<file path="src/source/spi_link_pkg.sv">
//~~~~~~~~~~~~~~~~~~~~~~~~~~~~~~
// spi framing constants
// command byte kinds and the two-view command word
//~~~~~~~~~~~~~~~~~~~~~~~~~~~~~~
`default_nettype none

package spi_link_pkg;

	localparam int byte_w = 8;                  // bits per spi byte

	// top two bits of every command byte
	typedef enum logic [1:0] {
		cmd_read  = 2'b00,                      // data bytes read back
		cmd_write = 2'b01,                      // data bytes written
		cmd_rsvd  = 2'b10,                      // ignored frame
		cmd_sys   = 2'b11                       // low bits are an opcode
	} cmd_kind_e;

	// same byte, decoded by kind
	typedef union packed {
		struct packed {
			cmd_kind_e   kind;
			logic [5:0]  addr;                  // start register
		} reg_cmd;
		struct packed {
			cmd_kind_e   kind;
			logic [5:0]  opcode;                // system operation
		} sys_cmd;
	} cmd_word_u;

endpackage

`default_nettype wire

</file>
<file path="src/source/reg_map_pkg.sv">
//~~~~~~~~~~~~~~~~~~~~~~~~~~~~~~
// register bank map
// addresses, identity value, system opcodes
//~~~~~~~~~~~~~~~~~~~~~~~~~~~~~~
`default_nettype none

package reg_map_pkg;

	localparam int addr_w    = 3;               // upper command addr bits wrap
	localparam int reg_count = 8;

	// register addresses
	localparam logic [addr_w-1:0] reg_out_a     = 3'd0;  // drives out_port
	localparam logic [addr_w-1:0] reg_gp_lo     = 3'd1;  // first general reg
	localparam logic [addr_w-1:0] reg_gp_hi     = 3'd4;  // last general reg
	localparam logic [addr_w-1:0] reg_in_port   = 3'd5;  // read only
	localparam logic [addr_w-1:0] reg_frame_cnt = 3'd6;  // read only
	localparam logic [addr_w-1:0] reg_id        = 3'd7;  // read only

	localparam logic [7:0] id_value = 8'hA5;

	// returned on miso while the command byte shifts in
	localparam logic [7:0] status_byte = id_value;

	// system opcodes
	localparam logic [5:0] sys_op_clr_cnt = 6'd1;   // zero the frame counter

endpackage

`default_nettype wire

</file>
<file path="src/source/spi_slave.sv">
//~~~~~~~~~~~~~~~~~~~~~~~~~~~~~~
// spi slave byte engine
// cs/sclk edge detect, mode 0..3 shifting
//~~~~~~~~~~~~~~~~~~~~~~~~~~~~~~
`timescale 1ns/1ps
`default_nettype none

module spi_slave #(
	parameter bit cpol = 1'b1,                  // sclk idle level
	parameter bit cpha = 1'b1                   // sample on second edge
) (
	input  wire        sys_clk,
	input  wire        sys_rst_n,
	input  wire        cs,                      // active low select
	input  wire        sclk,
	input  wire        mosi,
	output wire        miso,
	input  wire [7:0]  tx_data,                 // next byte to send
	output wire [7:0]  rx_data,
	output wire        rx_valid,                // one cycle per byte
	output wire        frame_start,
	output wire        frame_end
);

	localparam int last_edge = 2 * spi_link_pkg::byte_w - 1;

	localparam logic [2:0] s0_idle      = 3'd0,  // reload tx, clear edge count
	                       s1_wait_edge = 3'd1,
	                       s2_edge      = 3'd2,  // act on one sclk edge
	                       s3_last_half = 3'd3,
	                       s4_ack       = 3'd4,  // byte done
	                       s5_finish    = 3'd5;

	logic [2:0] state;
	logic [4:0] cnt_edge;                       // sclk edges in this byte
	logic [7:0] tx_shift;
	logic [7:0] rx_shift;

	logic cs_d1, cs_d2;
	logic sclk_d1, sclk_d2;
	logic sclk_rise, sclk_fall;
	logic sclk_fir, sclk_sec;                   // first / second edge of a bit

	// two flop edge detectors
	always_ff @(posedge sys_clk) begin
		if (!sys_rst_n) begin
			cs_d1   <= 1'b1;                    // deselected
			cs_d2   <= 1'b1;
			sclk_d1 <= cpol;
			sclk_d2 <= cpol;
		end else begin
			cs_d1   <= cs;
			cs_d2   <= cs_d1;
			sclk_d1 <= sclk;
			sclk_d2 <= sclk_d1;
		end
	end

	assign frame_start = cs_d2 & ~cs_d1;        // cs fell
	assign frame_end   = ~cs_d2 & cs_d1;        // cs rose
	assign sclk_rise   = ~sclk_d2 & sclk_d1;
	assign sclk_fall   = sclk_d2 & ~sclk_d1;
	assign sclk_fir    = cpol ? sclk_fall : sclk_rise;  // leaves idle level
	assign sclk_sec    = cpol ? sclk_rise : sclk_fall;

	always_ff @(posedge sys_clk) begin
		if (!sys_rst_n) begin
			state <= s0_idle;
		end else if (cs_d1) begin
			state <= s0_idle;                   // hold while deselected
		end else begin
			case (state)
				s0_idle:      state <= s1_wait_edge;
				s1_wait_edge: begin
					// even count waits for first edge, odd for second
					if ((~cnt_edge[0] & sclk_fir) | (cnt_edge[0] & sclk_sec))
						state <= s2_edge;
				end
				s2_edge:      state <= (cnt_edge == 5'(last_edge)) ? s3_last_half
				                                                    : s1_wait_edge;
				s3_last_half: state <= s4_ack;
				s4_ack:       state <= s5_finish;
				s5_finish:    state <= s0_idle;
				default:      state <= s0_idle;
			endcase
		end
	end

	always_ff @(posedge sys_clk) begin
		if (!sys_rst_n)
			cnt_edge <= 5'd0;
		else if (state == s0_idle)
			cnt_edge <= 5'd0;
		else if (state == s2_edge)
			cnt_edge <= cnt_edge + 5'd1;
	end

	// transmit side, msb first
	always_ff @(posedge sys_clk) begin
		if (!sys_rst_n)
			tx_shift <= 8'hFF;                  // miso idles high
		else if (state == s0_idle && !cs_d1)
			tx_shift <= tx_data;
		else if (state == s2_edge && cnt_edge[0] != cpha && !(cpha && cnt_edge == 5'd0))
			tx_shift <= {tx_shift[6:0], 1'b1};  // launch edge, first one skipped in cpha 1
	end

	// receive side
	always_ff @(posedge sys_clk) begin
		if (state == s0_idle && !cs_d1)
			rx_shift <= 8'h00;
		else if (state == s2_edge && cnt_edge[0] == cpha)
			rx_shift <= {rx_shift[6:0], mosi};  // sampling edge
	end

	assign miso     = tx_shift[7];
	assign rx_data  = rx_shift;
	assign rx_valid = (state == s4_ack);        // 2 cycles after last sample

endmodule

`default_nettype wire

</file>
<file path="src/source/spi_cmd_ctrl.sv">
//~~~~~~~~~~~~~~~~~~~~~~~~~~~~~~
// spi frame controller
// command decode, address walk, strobes
//~~~~~~~~~~~~~~~~~~~~~~~~~~~~~~
`timescale 1ns/1ps
`default_nettype none

module spi_cmd_ctrl (
	input  wire                              sys_clk,
	input  wire                              sys_rst_n,
	input  wire [spi_link_pkg::byte_w-1:0]   rx_data,
	input  wire                              rx_valid,
	input  wire                              frame_start,
	input  wire                              frame_end,
	output logic [spi_link_pkg::byte_w-1:0]  tx_data,
	output logic [reg_map_pkg::addr_w-1:0]   reg_addr,
	output logic                             wr_en,
	output logic [spi_link_pkg::byte_w-1:0]  wr_data,
	input  wire [spi_link_pkg::byte_w-1:0]   rd_data,
	output logic                             clr_cnt,
	output logic                             frame_done
);

	spi_link_pkg::cmd_word_u  cmd_word;         // rx byte seen as a command
	spi_link_pkg::cmd_kind_e  kind_q;           // class of current frame
	logic                     in_cmd;           // next byte is the command
	logic                     got_byte;         // frame had a full byte
	logic                     rx_valid_q;

	assign cmd_word = rx_data;

	always_ff @(posedge sys_clk) begin
		if (!sys_rst_n) begin
			in_cmd   <= 1'b1;
			got_byte <= 1'b0;
			kind_q   <= spi_link_pkg::cmd_rsvd;  // nothing acted on
			reg_addr <= '0;
			wr_en    <= 1'b0;
			clr_cnt  <= 1'b0;
		end else begin
			wr_en   <= 1'b0;                    // strobes default low
			clr_cnt <= 1'b0;
			if (frame_start) begin
				in_cmd   <= 1'b1;
				got_byte <= 1'b0;
				kind_q   <= spi_link_pkg::cmd_rsvd;
			end else if (rx_valid) begin
				got_byte <= 1'b1;
				if (in_cmd) begin
					in_cmd <= 1'b0;
					kind_q <= cmd_word.reg_cmd.kind;
					if (cmd_word.reg_cmd.kind == spi_link_pkg::cmd_read ||
					    cmd_word.reg_cmd.kind == spi_link_pkg::cmd_write)
						reg_addr <= cmd_word.reg_cmd.addr[reg_map_pkg::addr_w-1:0];
					if (cmd_word.sys_cmd.kind == spi_link_pkg::cmd_sys &&
					    cmd_word.sys_cmd.opcode == reg_map_pkg::sys_op_clr_cnt)
						clr_cnt <= 1'b1;        // unknown opcodes fall through
				end else if (kind_q == spi_link_pkg::cmd_write) begin
					wr_en <= 1'b1;
				end else if (kind_q == spi_link_pkg::cmd_read) begin
					reg_addr <= reg_addr + 1'b1;  // wraps at addr_w bits
				end
			end else if (wr_en) begin
				reg_addr <= reg_addr + 1'b1;    // step after the write lands
			end
		end
	end

	always_ff @(posedge sys_clk) begin
		if (rx_valid)
			wr_data <= rx_data;
	end

	// tx byte for the slave's next reload
	always_ff @(posedge sys_clk) begin
		if (!sys_rst_n) begin
			rx_valid_q <= 1'b0;
			tx_data    <= reg_map_pkg::status_byte;
			frame_done <= 1'b0;
		end else begin
			rx_valid_q <= rx_valid;
			frame_done <= frame_end & got_byte;  // empty frames not counted
			if (frame_end)
				tx_data <= reg_map_pkg::status_byte;  // ready for next command
			else if (rx_valid_q)
				tx_data <= (kind_q == spi_link_pkg::cmd_read) ? rd_data
				                                              : reg_map_pkg::status_byte;
		end
	end

endmodule

`default_nettype wire

</file>
<file path="src/source/spi_reg_file.sv">
//~~~~~~~~~~~~~~~~~~~~~~~~~~~~~~
// register bank
// rw regs, in_port sync, frame counter, id
//~~~~~~~~~~~~~~~~~~~~~~~~~~~~~~
`timescale 1ns/1ps
`default_nettype none

module spi_reg_file (
	input  wire                             sys_clk,
	input  wire                             sys_rst_n,
	input  wire [reg_map_pkg::addr_w-1:0]   reg_addr,
	input  wire                             wr_en,
	input  wire [7:0]                       wr_data,
	output logic [7:0]                      rd_data,
	input  wire                             clr_cnt,
	input  wire                             frame_done,
	input  wire [7:0]                       in_port,
	output wire [7:0]                       out_port
);

	logic [7:0] rw_reg [reg_map_pkg::reg_out_a:reg_map_pkg::reg_gp_hi];
	logic [7:0] rd_vec [reg_map_pkg::reg_count];  // read view per address
	logic [7:0] in_meta, in_sync;
	logic [7:0] frame_cnt;

	always_ff @(posedge sys_clk) begin
		if (!sys_rst_n) begin
			for (int i = reg_map_pkg::reg_out_a; i <= reg_map_pkg::reg_gp_hi; i++)
				rw_reg[i] <= 8'h00;
		end else if (wr_en && reg_addr <= reg_map_pkg::reg_gp_hi) begin
			rw_reg[reg_addr] <= wr_data;        // read-only addresses dropped
		end
	end

	// in_port is asynchronous to sys_clk
	always_ff @(posedge sys_clk) begin
		in_meta <= in_port;
		in_sync <= in_meta;
	end

	always_ff @(posedge sys_clk) begin
		if (!sys_rst_n)
			frame_cnt <= 8'h00;
		else if (clr_cnt)
			frame_cnt <= 8'h00;                 // clear wins
		else if (frame_done)
			frame_cnt <= frame_cnt + 8'h01;     // wraps at 255
	end

	always_comb begin
		for (int i = reg_map_pkg::reg_out_a; i <= reg_map_pkg::reg_gp_hi; i++)
			rd_vec[i] = rw_reg[i];
		rd_vec[reg_map_pkg::reg_in_port]   = in_sync;
		rd_vec[reg_map_pkg::reg_frame_cnt] = frame_cnt;
		rd_vec[reg_map_pkg::reg_id]        = reg_map_pkg::id_value;
	end

	assign rd_data  = rd_vec[reg_addr];
	assign out_port = rw_reg[reg_map_pkg::reg_out_a];

endmodule

`default_nettype wire

</file>
<file path="src/source/spi_regbridge_top.sv">
//~~~~~~~~~~~~~~~~~~~~~~~~~~~~~~
// spi register bridge top level
//~~~~~~~~~~~~~~~~~~~~~~~~~~~~~~
`timescale 1ns/1ps
`default_nettype none

module spi_regbridge_top #(
	parameter bit cpol = 1'b1,
	parameter bit cpha = 1'b1
) (
	input  wire        sys_clk,
	input  wire        sys_rst_n,
	input  wire        cs,
	input  wire        sclk,
	input  wire        mosi,
	output wire        miso,
	input  wire [7:0]  in_port,
	output wire [7:0]  out_port
);

	wire [7:0] tx_data;                         // ctrl -> slave
	wire [7:0] rx_data;
	wire       rx_valid;
	wire       frame_start;
	wire       frame_end;
	wire [2:0] reg_addr;                        // ctrl -> bank
	wire       wr_en;
	wire [7:0] wr_data;
	wire [7:0] rd_data;
	wire       clr_cnt;
	wire       frame_done;

	spi_slave #(
		.cpol (cpol),
		.cpha (cpha)
	) spi_slave_inst (
		.sys_clk     (sys_clk),
		.sys_rst_n   (sys_rst_n),
		.cs          (cs),
		.sclk        (sclk),
		.mosi        (mosi),
		.miso        (miso),
		.tx_data     (tx_data),
		.rx_data     (rx_data),
		.rx_valid    (rx_valid),
		.frame_start (frame_start),
		.frame_end   (frame_end)
	);

	spi_cmd_ctrl spi_cmd_ctrl_inst (
		.sys_clk     (sys_clk),
		.sys_rst_n   (sys_rst_n),
		.rx_data     (rx_data),
		.rx_valid    (rx_valid),
		.frame_start (frame_start),
		.frame_end   (frame_end),
		.tx_data     (tx_data),
		.reg_addr    (reg_addr),
		.wr_en       (wr_en),
		.wr_data     (wr_data),
		.rd_data     (rd_data),
		.clr_cnt     (clr_cnt),
		.frame_done  (frame_done)
	);

	spi_reg_file spi_reg_file_inst (
		.sys_clk     (sys_clk),
		.sys_rst_n   (sys_rst_n),
		.reg_addr    (reg_addr),
		.wr_en       (wr_en),
		.wr_data     (wr_data),
		.rd_data     (rd_data),
		.clr_cnt     (clr_cnt),
		.frame_done  (frame_done),
		.in_port     (in_port),
		.out_port    (out_port)
	);

endmodule

`default_nettype wire

</file>
<file path="config.mk">
export PLATFORM = sky130hd
export DESIGN_NAME = spi_regbridge_top
export DESIGN_NICKNAME = d
export VERILOG_FILES = /design/src/source/spi_link_pkg.sv /design/src/source/reg_map_pkg.sv /design/src/source/spi_slave.sv /design/src/source/spi_cmd_ctrl.sv /design/src/source/spi_reg_file.sv /design/src/source/spi_regbridge_top.sv
export SDC_FILE = /design/constraint.sdc
export NUM_CORES = 1
export LEC_CHECK = 0
export ABC_AREA = 1
export CORE_ASPECT_RATIO = 0.9
export CORE_MARGIN = 3
export CORE_UTILIZATION = 50
export DETAILED_ROUTE_END_ITERATION = 6
export DONT_BUFFER_PORTS = 1
export HOLD_SLACK_MARGIN = 0.12
export PLACE_DENSITY = 0.77
export REMOVE_ABC_BUFFERS = 1
export SYNTH_ARGS = -nofsm -noshare
export SYNTH_HDL_FRONTEND = slang
export SYNTH_HIERARCHICAL = 1
export SYNTH_SLANG_ARGS = --single-unit
</file>
<file path="constraint.sdc">
create_clock -name sys_clk -period 1.8 [get_ports sys_clk]
set_input_delay 0.18 -clock sys_clk [delete_from_list [all_inputs] [get_ports sys_clk]]
set_output_delay 0.18 -clock sys_clk [all_outputs]
set_load 0.05 [all_outputs]
</file>
==> impl_metrics.csv <==
group,metric,value,unit
clocking,clk_pin_slew,0.05,ns
clocking,insertion_delay,0.41,ns
detailed_routing,top_layer_used,"met4",
detailed_routing,drc,0,
clocking,cts-root-buf,"clkbuf_16",
yosys,synth_fa_ha_area_frac,0.0121,
yosys,yosysWarnings,6,
grt,grt_pass1_vias,3704,
yosys,synthXorXnorAreaFrac,0,
detailed_routing,met3RoutedLength,742,µm
clocking,cts.path.max_buffers,2,
worst_hold_path,worstHoldPathType,"input pin to flop",
floorplanning,die_w,113,µm
flow_run,cap_violations,0,
cells_and_area,syn2layout_area_growth,16.0,%
detailed_routing,drt-total-wl,10800,µm
floorplanning,start_util,0.522,
yosys,synth_enable_flop_cells,48,
cells_and_area,largest_reg_flops,40,
timing,fin_crit_sh,0.885,
floorplanning,die_h,102,µm
timing,fmax,628,MHz
detailed_routing,routed-wl-met2,4820,µm
setup_path,startpoint_type,"flop",
cells_and_area,n_fill_cell,814,
yosys,synth.area.top_cells,"edfxtp_1 28%, dfxtp_1 28%, nand2_1 9.2%",
timing,final.setup.tns,0,ns
yosys,synth_seq_cells,119,
yosys,ys_seq_area_frac,0.555,
floorplanning,dieArea,0.0116,mm²
floorplanning,ios,22,
placement,placement.io_buffers,0,
grt,grt_max_degree,30,
yosys,yosysUniqueCellTypes,34,
yosys,syn_avg_cell_area,8.72,µm²
grt,antenna_found_initial,0,
cells_and_area,multi_input_area,0.00189,mm²
timing,rsz0062_at_grt,"false",
placement,dp.final_hpwl,7240,µm
yosys,synth_area,0.00515,mm²
setup_path,arrival,1.69,ns
setup_path,worstPathRequired,1.90,ns
timing,period_minus_slack,1.59,ns
detailed_routing,ant_nets,0,
floorplanning,core_region_area,0.00987,mm²
yosys,synth_compound_area_frac,0.0665,
grt,grt-ovfl-total,0,
timing,hold_violations,0,
detailed_routing,viasPerCell,5.21,
yosys,synthSimpleGateAreaFrac,0.286,
timing,finClkSkew,0.00762,ns
detailed_routing,wire_per_inst,14.3,µm
yosys,yosys.area.top_type_share,0.280,
detailed_routing,met1_length,4960,µm
timing,worst_pin_slew,0.603,ns
timing,whs,0.197,ns
setup_path,cp-end-kind,"flop",
timing,finalMaxSlewViolations,0,
cells_and_area,num-nets-final,636,
detailed_routing,drtIter0Drc,327,
yosys,synthFlopType,"dfxtp_1",
grt,grt_use_total,0.201,
setup_path,worst-path-max-fanout,17,
clocking,cts_sinks,119,
cells_and_area,n_antenna_cell,0,
timing,finalSetupViolCount,0,
timing,maxSlewHeadroom,0.598,
clocking,ctsHtreeMaxLevel,4,
clocking,tritoncts,"done",
yosys,syn_inst,591,
cells_and_area,ff_latch_area,0.00286,mm²
floorplanning,rows,34,
yosys,synth_top_family_by_area,"simple AND/OR/NAND/NOR gates",
power_and_ir_drop,irDropWorstVdd,0.00110,V
setup_path,crit_type,"flop to flop",
power_and_ir_drop,leakagePower,2.59,nW
run_status,status,"completed",
grt,grt_pass1_wl,17900,µm
yosys,netlist.top_cell.by_area,"edfxtp_1",
detailed_routing,vias,3947,
placement,routabilityCongestion,0.948,
cells_and_area,final_layout_size_suffix_gt1_frac,0.127,
detailed_routing,first_pass_iters,6,
power_and_ir_drop,p_per_area,1060,mW/mm²
clocking,cts_buffers,17,
yosys,synth.mux.area_fraction,0,
yosys,synthArstFlopShare,0,
-- worst paths after layout --
kind                                                                  from                                           end  slack [ns]  depth (start not counted)
worst min register to register        spi_reg_file_inst/in_meta[0]$_DFF_P_          spi_reg_file_inst/in_sync[0]$_DFF_P_        0.32                          0
worst max register to register  spi_cmd_ctrl_inst/reg_addr[1]$_SDFFE_PN0P_  spi_reg_file_inst/rw_reg[3][2]$_SDFFCE_PN0P_        0.21                          4
worst min-delay path                                             sys_rst_n  spi_reg_file_inst/rw_reg[1][0]$_SDFFCE_PN0P_        0.20                          1
worst max-delay path            spi_cmd_ctrl_inst/reg_addr[1]$_SDFFE_PN0P_  spi_reg_file_inst/rw_reg[3][2]$_SDFFCE_PN0P_        0.21                          4
-- repair_timing --
action,CTS,global route
gates resized for setup,0,3
setup buffers,0,0
endpoints found under the setup margin,0,18
hold buffers,12,1
endpoints found under the hold margin,55,16
-- critical path: stages, from the launching register on --
cell     delay (ns)
dfxtp_1        0.50
inv_4          0.13
nor2_8         0.26
nand3_4        0.17
nand2_2        0.22
-- per-layer routing --
| metal | vias up | track usage |
|---|---|---|
| met5 | - | 0 |
| met4 | 0 | 0.0841 |
| met3 | 25 | 0.0657 |
| met2 | 126 | 0.300 |
| met1 | 1813 | 0.272 |
| li1 | 1983 | - |
-- cells by family after synthesis --
family          after synthesis
compound gates               61
buf+inv                      85
fa+ha+maj                     5
flops                       119
simple gates                321
-- power by group --
part	internal [mW]	switching (mW)
Combinational	0.0713	0.129
Sequential	2.87	0.0341
Clock	2.13	1.11
Total	5.07	1.27
-- cells in the mapped netlist, drive strengths merged (3+ instances only) --
library cell and number:
dfxtp 71, nand3 62, nor3 5, o211ai 7, edfxtp 48, nor2 113, o22ai 4, o21ai 30
or2 3, a21oi 16, a211oi 3, inv 62, nand2 129, nand4 9, ha 5, buf 21
-- layout by cell type (no fill, tap or decap), types with 7 or more instances in the layout --
master           n
clkbuf_16       18
o21ai_1          9
buf_4           16
nand3_1         56
o21ai_0         21
nand4_1          8
nor2_1          99
nor2_2           7
inv_1           54
dlygate4sd3_1   12
edfxtp_1        48
a21oi_1         16
dfxtp_1         71
nand2_1        125
-- through the flow --
| step | cells | cell area (µm²) | power, mW | setup slack [ns] | util |
|---|---|---|---|---|---|
| after global routing | 757 | 5980 | 6.56 | 0.0812 | 0.606 |
| after floorplan | 570 | 4990 | 3.07 | -0.649 | - |
| after global placement | 712 | 5270 | 3.12 | 0.230 | 0.534 |
| after CTS | 756 | 5960 | 6.39 | 0.0998 | 0.604 |
| after detailed placement | 712 | 5270 | 3.12 | 0.125 | 0.534 |
| final | 757 | 5980 | 6.34 | 0.207 | 0.606 |
-- area by class of cell --
class / instances / share of cell area
multi-input combinational: 387 / 0.315
clock buffer: 22 / 0.0795
clock inverter: 10 / 0.0167
tap: 126 / 0.0264
inverter: 64 / 0.0410
timing repair buffer: 29 / 0.0423
sequential: 119 / 0.479
Note: power is estimated with default switching activity, not from simulation.
